### src/source/calc_pkg.sv
// Execute cluster definitions
`default_nettype none

package calc_pkg;

  localparam int data_width_lp     = 32;
  localparam int reg_addr_width_lp = 5;
  localparam int comp_depth_lp     = 3;
  localparam int mul_latency_lp    = 2;

  // Next-values of every completion stage, then the registered last stage
  localparam int fwd_els_lp        = comp_depth_lp + 1;

  typedef enum logic
  {
    e_pipe_int = 1'b0
    ,e_pipe_mul = 1'b1
  } pipe_sel_e;

  typedef enum logic [2:0]
  {
    e_alu_add  = 3'd0
    ,e_alu_sub = 3'd1
    ,e_alu_and = 3'd2
    ,e_alu_or  = 3'd3
    ,e_alu_xor = 3'd4
    ,e_alu_sll = 3'd5
    ,e_alu_srl = 3'd6
    ,e_alu_slt = 3'd7
  } alu_op_e;

  typedef struct packed
  {
    logic                         v;
    pipe_sel_e                    pipe_sel;
    alu_op_e                      alu_op;
    logic                         use_imm;
    logic [reg_addr_width_lp-1:0] rs1_addr;
    logic [reg_addr_width_lp-1:0] rs2_addr;
    logic [data_width_lp-1:0]     rs1;
    logic [data_width_lp-1:0]     rs2;
    logic [data_width_lp-1:0]     imm;
    logic [reg_addr_width_lp-1:0] rd_addr;
    logic                         rd_w_v;
  } dispatch_pkt_t;

  typedef struct packed
  {
    logic                         v;
    logic                         rd_w_v;
    logic [reg_addr_width_lp-1:0] rd_addr;
    logic                         mul_v;
  } stage_meta_t;

  // Writeback and forwarding entry
  typedef struct packed
  {
    logic                         v;
    logic [reg_addr_width_lp-1:0] rd_addr;
    logic [data_width_lp-1:0]     data;
  } wb_pkt_t;

endpackage

`default_nettype wire

### src/source/operand_bypass.sv
// Operand bypass and reservation
`timescale 1ns/1ps
`default_nettype none

module operand_bypass
  import calc_pkg::*;
(
  input  logic                     clk_i
  ,input  logic                     rst_n_i
  ,input  logic                     flush_i
  ,input  dispatch_pkt_t            dispatch_pkt_i
  ,input  wb_pkt_t [fwd_els_lp-1:0] fwd_i
  ,output dispatch_pkt_t            rsv_o
);

  dispatch_pkt_t rsv_n;
  dispatch_pkt_t rsv_r;
  logic          rsv_v_r;

  // Entry 0 is the youngest, so it is applied last
  function automatic logic [data_width_lp-1:0] bypass_sel
  (
    input logic [reg_addr_width_lp-1:0] addr
    ,input logic [data_width_lp-1:0]     id_val
    ,input wb_pkt_t [fwd_els_lp-1:0]     fwd
  );
    logic [data_width_lp-1:0] val;
    val = id_val;
    for (int i = fwd_els_lp-1; i >= 0; i--)
    begin
      if (fwd[i].v && (fwd[i].rd_addr == addr))
      begin
        val = fwd[i].data;
      end
    end
    // x0 reads as zero
    if (addr == '0)
    begin
      val = '0;
    end
    return val;
  endfunction

  always_comb
  begin
    rsv_n     = dispatch_pkt_i;
    rsv_n.rs1 = bypass_sel(dispatch_pkt_i.rs1_addr, dispatch_pkt_i.rs1, fwd_i);
    rsv_n.rs2 = bypass_sel(dispatch_pkt_i.rs2_addr, dispatch_pkt_i.rs2, fwd_i);
  end

  always_ff @(posedge clk_i or negedge rst_n_i)
  begin
    if (!rst_n_i)
    begin
      rsv_v_r <= 1'b0;
    end
    else
    begin
      rsv_v_r <= dispatch_pkt_i.v & ~flush_i;
    end
  end

  always_ff @(posedge clk_i)
  begin
    rsv_r <= rsv_n;
  end

  always_comb
  begin
    rsv_o   = rsv_r;
    rsv_o.v = rsv_v_r;
  end

endmodule

`default_nettype wire

### src/source/pipe_int.sv
// Integer ALU pipe
`timescale 1ns/1ps
`default_nettype none

module pipe_int
  import calc_pkg::*;
(
  input  dispatch_pkt_t            rsv_i
  ,output logic [data_width_lp-1:0] data_o
);

  logic [data_width_lp-1:0]         op_a;
  logic [data_width_lp-1:0]         op_b;
  logic [$clog2(data_width_lp)-1:0] shamt;
  logic                             lt;

  assign op_a  = rsv_i.rs1;
  assign op_b  = rsv_i.use_imm ? rsv_i.imm : rsv_i.rs2;
  assign shamt = op_b[$clog2(data_width_lp)-1:0];
  assign lt    = $signed(op_a) < $signed(op_b);

  always_comb
  begin
    case (rsv_i.alu_op)
      e_alu_add: data_o = op_a + op_b;
      e_alu_sub: data_o = op_a - op_b;
      e_alu_and: data_o = op_a & op_b;
      e_alu_or:  data_o = op_a | op_b;
      e_alu_xor: data_o = op_a ^ op_b;
      e_alu_sll: data_o = op_a << shamt;
      e_alu_srl: data_o = op_a >> shamt;
      e_alu_slt: data_o = {{(data_width_lp-1){1'b0}}, lt};
      default:   data_o = '0;
    endcase
  end

endmodule

`default_nettype wire

### src/source/pipe_mul.sv
// Pipelined integer multiplier
`timescale 1ns/1ps
`default_nettype none

module pipe_mul
  import calc_pkg::*;
(
  input  logic                     clk_i
  ,input  logic                     rst_n_i
  ,input  dispatch_pkt_t            rsv_i
  ,output logic                     v_o
  ,output logic [data_width_lp-1:0] data_o
);

  logic                                           mul_start;
  logic [mul_latency_lp-1:0]                      v_r;
  logic [data_width_lp-1:0]                       op_a_r;
  logic [data_width_lp-1:0]                       op_b_r;
  logic [mul_latency_lp-2:0][data_width_lp-1:0]   prod_r;

  // Multiplies always take rs1 and rs2
  assign mul_start = rsv_i.v & (rsv_i.pipe_sel == e_pipe_mul);

  always_ff @(posedge clk_i or negedge rst_n_i)
  begin
    if (!rst_n_i)
    begin
      v_r <= '0;
    end
    else
    begin
      v_r <= {v_r[mul_latency_lp-2:0], mul_start};
    end
  end

  always_ff @(posedge clk_i)
  begin
    if (mul_start)
    begin
      op_a_r <= rsv_i.rs1;
      op_b_r <= rsv_i.rs2;
    end
    // Low half only
    prod_r[0] <= op_a_r * op_b_r;
    for (int i = mul_latency_lp-2; i > 0; i--)
    begin
      prod_r[i] <= prod_r[i-1];
    end
  end

  assign v_o    = v_r[mul_latency_lp-1];
  assign data_o = prod_r[mul_latency_lp-2];

endmodule

`default_nettype wire

### src/source/completion_pipe.sv
// Completion pipe and writeback
`timescale 1ns/1ps
`default_nettype none

module completion_pipe
  import calc_pkg::*;
(
  input  logic                     clk_i
  ,input  logic                     rst_n_i
  ,input  logic                     flush_i
  ,input  dispatch_pkt_t            rsv_i
  ,input  logic [data_width_lp-1:0] int_data_i
  ,input  logic                     mul_v_i
  ,input  logic [data_width_lp-1:0] mul_data_i
  ,output wb_pkt_t [fwd_els_lp-1:0] fwd_o
  ,output wb_pkt_t                  wb_pkt_o
);

  localparam int last_lp = comp_depth_lp - 1;

  stage_meta_t [comp_depth_lp-1:0]                meta_n;
  stage_meta_t [comp_depth_lp-1:0]                meta_r;
  logic [comp_depth_lp-1:0][data_width_lp-1:0]    data_n;
  logic [comp_depth_lp-1:0][data_width_lp-1:0]    data_r;
  logic [comp_depth_lp-1:0]                       final_v;

  always_comb
  begin
    meta_n[0].v       = rsv_i.v;
    meta_n[0].rd_w_v  = rsv_i.rd_w_v;
    meta_n[0].rd_addr = rsv_i.rd_addr;
    meta_n[0].mul_v   = (rsv_i.pipe_sel == e_pipe_mul);
    data_n[0]         = int_data_i;
    for (int i = 1; i < comp_depth_lp; i++)
    begin
      meta_n[i] = meta_r[i-1];
      data_n[i] = data_r[i-1];
    end
    // Multiply result lands as its instruction enters the last stage
    if (mul_v_i)
    begin
      data_n[last_lp] = mul_data_i;
    end
  end

  always_ff @(posedge clk_i or negedge rst_n_i)
  begin
    if (!rst_n_i)
    begin
      meta_r <= '0;
    end
    else
    begin
      meta_r <= meta_n;
      if (flush_i)
      begin
        for (int i = 0; i < comp_depth_lp; i++)
        begin
          meta_r[i].v <= 1'b0;
        end
      end
    end
  end

  always_ff @(posedge clk_i)
  begin
    data_r <= data_n;
  end

  always_comb
  begin
    wb_pkt_o.v       = meta_r[last_lp].v & meta_r[last_lp].rd_w_v;
    wb_pkt_o.rd_addr = meta_r[last_lp].rd_addr;
    wb_pkt_o.data    = data_r[last_lp];
  end

  // Multiply data is final only from the last stage onwards
  always_comb
  begin
    for (int i = 0; i < comp_depth_lp; i++)
    begin
      final_v[i]        = ~meta_n[i].mul_v | (i == last_lp);
      fwd_o[i].v        = meta_n[i].v & meta_n[i].rd_w_v & final_v[i];
      fwd_o[i].rd_addr  = meta_n[i].rd_addr;
      fwd_o[i].data     = data_n[i];
    end
    fwd_o[fwd_els_lp-1] = wb_pkt_o;
  end

endmodule

`default_nettype wire

### src/source/calc_top.sv
// Execute cluster top
`timescale 1ns/1ps
`default_nettype none

module calc_top
  import calc_pkg::*;
(
  input  logic          clk_i
  ,input  logic          rst_n_i
  ,input  logic          flush_i
  ,input  dispatch_pkt_t dispatch_pkt_i
  ,output wb_pkt_t       wb_pkt_o
);

  dispatch_pkt_t                  rsv;
  wb_pkt_t [fwd_els_lp-1:0]       fwd;
  logic [data_width_lp-1:0]       int_data;
  logic                           mul_v;
  logic [data_width_lp-1:0]       mul_data;

  operand_bypass bypass
  (
    .clk_i(clk_i)
    ,.rst_n_i(rst_n_i)
    ,.flush_i(flush_i)
    ,.dispatch_pkt_i(dispatch_pkt_i)
    ,.fwd_i(fwd)
    ,.rsv_o(rsv)
  );

  pipe_int int_pipe
  (
    .rsv_i(rsv)
    ,.data_o(int_data)
  );

  pipe_mul mul_pipe
  (
    .clk_i(clk_i)
    ,.rst_n_i(rst_n_i)
    ,.rsv_i(rsv)
    ,.v_o(mul_v)
    ,.data_o(mul_data)
  );

  completion_pipe comp_pipe
  (
    .clk_i(clk_i)
    ,.rst_n_i(rst_n_i)
    ,.flush_i(flush_i)
    ,.rsv_i(rsv)
    ,.int_data_i(int_data)
    ,.mul_v_i(mul_v)
    ,.mul_data_i(mul_data)
    ,.fwd_o(fwd)
    ,.wb_pkt_o(wb_pkt_o)
  );

endmodule

`default_nettype wire

### config.mk
export PLATFORM = sky130hd
export DESIGN_NAME = calc_top
export DESIGN_NICKNAME = d
export VERILOG_FILES = /design/src/source/calc_pkg.sv /design/src/source/operand_bypass.sv /design/src/source/pipe_int.sv /design/src/source/pipe_mul.sv /design/src/source/completion_pipe.sv /design/src/source/calc_top.sv
export SDC_FILE = /design/constraint.sdc
export NUM_CORES = 2
export LEC_CHECK = 0
export ABC_AREA = 0
export BUFFER_PORTS_ARGS = -buffer_cell sky130_fd_sc_hd__buf_2
export CAP_MARGIN = 10
export CORE_MARGIN = 10
export CORE_UTILIZATION = 38
export CTS_BUF_LIST = sky130_fd_sc_hd__clkbuf_4 sky130_fd_sc_hd__clkbuf_8 sky130_fd_sc_hd__clkbuf_16
export DETAILED_ROUTE_END_ITERATION = 6
export GPL_TIMING_DRIVEN = 0
export SLEW_MARGIN = 15
export SYNTH_ARGS = -nofsm -noshare
export SYNTH_HDL_FRONTEND = slang
export SYNTH_HIERARCHICAL = 1
export SYNTH_SLANG_ARGS = --single-unit
### constraint.sdc
create_clock -name clk_i -period 8.6 [get_ports clk_i]
set_input_delay 1.72 -clock clk_i [delete_from_list [all_inputs] [get_ports clk_i]]
set_output_delay 1.72 -clock clk_i [all_outputs]
set_load 0.03 [all_outputs]
==> reports/results.ini <==
[cts]
clk_latency_ns = 0.59
clock-sinks = 324
ctsHoldBuffers = 0
cts_root_buf = clkbuf_16
cts_tree = built
clk_path_buf_depth = 3
numCtsBuffers = 36
post_cts_buffers = 0
postCtsResizedCells = 0
path_clk_slew_ns = 0.07
htree_num_levels = 2

[critical_path]
slowest_delay_ns = 0.87
cpMostUsedCell = fa_1
endpoint_kind = register
cp_slowest_cell = clkbuf_1
cp-start-kind = register
required_ns = 9.01
critical-path-top-delay-family = adder cells
crit_path_cell_trace = clkbuf_1, clkbuf_1, and2_1, fa_1, fa_1, fa_1, inv_1, fa_1, inv_1, fa_1, ha_1, fa_1, fa_1, ha_1, nand3_1, nor2_1, nand3_1, a21boi_2, a41oi_2, or2_4, a21oi_1, xor2_1
cp.arrival_ns = 8.84
path_max_fanout = 11
worst-setup-path-type = reg2reg
path_buf_inv = 4

[synth]
yosysWarnings = 6
netlist_area_mm2 = 0.0372
avgSynthCellArea_um2 = 9.03
synth_nets = 4880
synth_cells = 4121

[pwr]
power_mw = 14.8
power_density_mw_per_mm2 = 361
peakVddDrop_uv = 921
p_leak_nw = 18.4

[placed_design]
port-buffer-count = 148
preCtsSetupSlack_ns = 0.437
dp_hpwl_um = 128000
gp_congestion = 1.06

[drt]
firstDrtPassIters = 7
drt_iter0_drc = 3571
vias_per_cell = 5.71
routed_wl_um = 157000
vias = 32029
wire_per_inst_um = 27.9
final_antenna_net_count = 0
drc_errors = 9

[hold_path]
min_path_type = reg2reg

[timing]
setup_viol = 0
maxSlewHeadroom_pct = 18.0
rsz0062_at_grt = false
fmax_mhz = 119
setup_ws_ns = 0.172
period_needed_ns = 8.43
skew_ns = 0.0473
finalHoldViolCount = 0
tightest_slew_ns = 1.22
setup_tns_ns = 0
min_period_over_period_pct = 98.0
slew_viol_final = 0

[grt]
grt_pass1_vias = 32213
grt_max_degree = 57
antenna_found_initial = 7
gr-usage-all-layers_pct = 27.5
grt_pass1_wl_um = 226000
gr-total-overflow = 0

[die]
die-area_mm2 = 0.111
row_count = 114
ios = 159
coreArea_mm2 = 0.0969
start_util_pct = 38.4
die_h_um = 333
chipWidth_um = 333

[final_layout]
layout-area-overhead-vs-synth_pct = 9.87
nNetsFinal = 5067
drive_above_1_share_pct = 12.0

[run_status]
status = finished, violations left
violations = DRC

[flow_run]
maxCapViolCount = 0

-- through the flow --
stage	instances	instance area, um^2	hold WS (ns)	utilization (%)
finish	5614	40900	0.335	42.2
global route	5612	40900	0.345	42.2
CTS	5612	40900	0.333	42.2
detailed placement	5546	39600	0.335	40.8
global placement	5545	39500	0.333	40.8
floorplan	4121	37200	0.328	-
-- layer usage --
layer	vias up	GRT usage, %	part of all wire [%]
met2	1634	43.5	45
met3	322	3.96	7.9
met1	16034	36.5	42
li1	14039	-	-
met5	-	0	0
met4	0	13.3	5.7
-- cell type report --
cell class                 instances  area (um^2)
fill                            9751        56000
inverter                         457         1720
multi-input combinational       2914        25900
clock inverter                    23          299
clock buffer                      43         1000
tap                             1276         1600
sequential                       324         7250
timing repair buffer             149          768
antenna                            2         5.00
buffer                           426         2320
-- where the power goes --
part	switching [mW]	internal (mW)
Combinational	6.49	4.44
Sequential	0.239	1.89
Clock	0.717	0.977
Total	7.45	7.31
-- cells in the final DEF, fill, tap and decap left out, types with 46 or more instances in the layout --
master	n
inv_1	455
fa_1	410
and2_1	374
nand2_1	324
dfxtp_1	235
ha_1	228
buf_2	197
clkbuf_1	194
nor2_1	179
o21ai_0	172
buf_4	156
a21oi_1	146
mux2i_1	145
xnor2_1	95
edfxtp_1	64
nor3_1	57
xor2_1	56
a21o_1	56
a31oi_1	47
nand4_1	46
-- final timing paths --
kind,from,endpoint,slack [ns],depth (start not counted)
max reg2reg,mul_pipe/op_a_r[2],mul_pipe/data_o[27],0.17,22
max,mul_pipe/op_a_r[2],mul_pipe/data_o[27],0.17,22
min reg2reg,comp_pipe/fwd_o[38],comp_pipe/data_r[32],0.33,0
min,comp_pipe/fwd_o[38],comp_pipe/data_r[32],0.33,0
min in group asynchronous,rst_n_i,comp_pipe/meta_n[15],1.15,1
max in group asynchronous,rst_n_i,comp_pipe/meta_n[14],7.06,1
-- flip-flops by register name, indices dropped and copies added (netlist names) --
name              flops
comp_pipe/meta_n      5
comp_pipe/meta_r      2
mul_pipe/op_b_r      32
bypass/rsv_o        107
mul_pipe/v_r          2
mul_pipe/op_a_r      32
mul_pipe/data_o      32
bypass/rsv_v_r        1
comp_pipe/data_r     32
comp_pipe/fwd_o      79
-- worst register-to-register path, cell delays in order, from the launching register on --
cell and delay (ns):
edfxtp_1 0.36, clkbuf_1 0.87, clkbuf_1 0.79, and2_1 0.27, fa_1 0.43, fa_1 0.41, fa_1 0.50, inv_1 0.07
fa_1 0.47, inv_1 0.05, fa_1 0.45, ha_1 0.30, fa_1 0.51, fa_1 0.46, ha_1 0.39, nand3_1 0.14
nor2_1 0.25, nand3_1 0.16, a21boi_2 0.29, a41oi_2 0.18, or2_4 0.28, a21oi_1 0.18, xor2_1 0.45
Power figures use the tool's default switching activity.
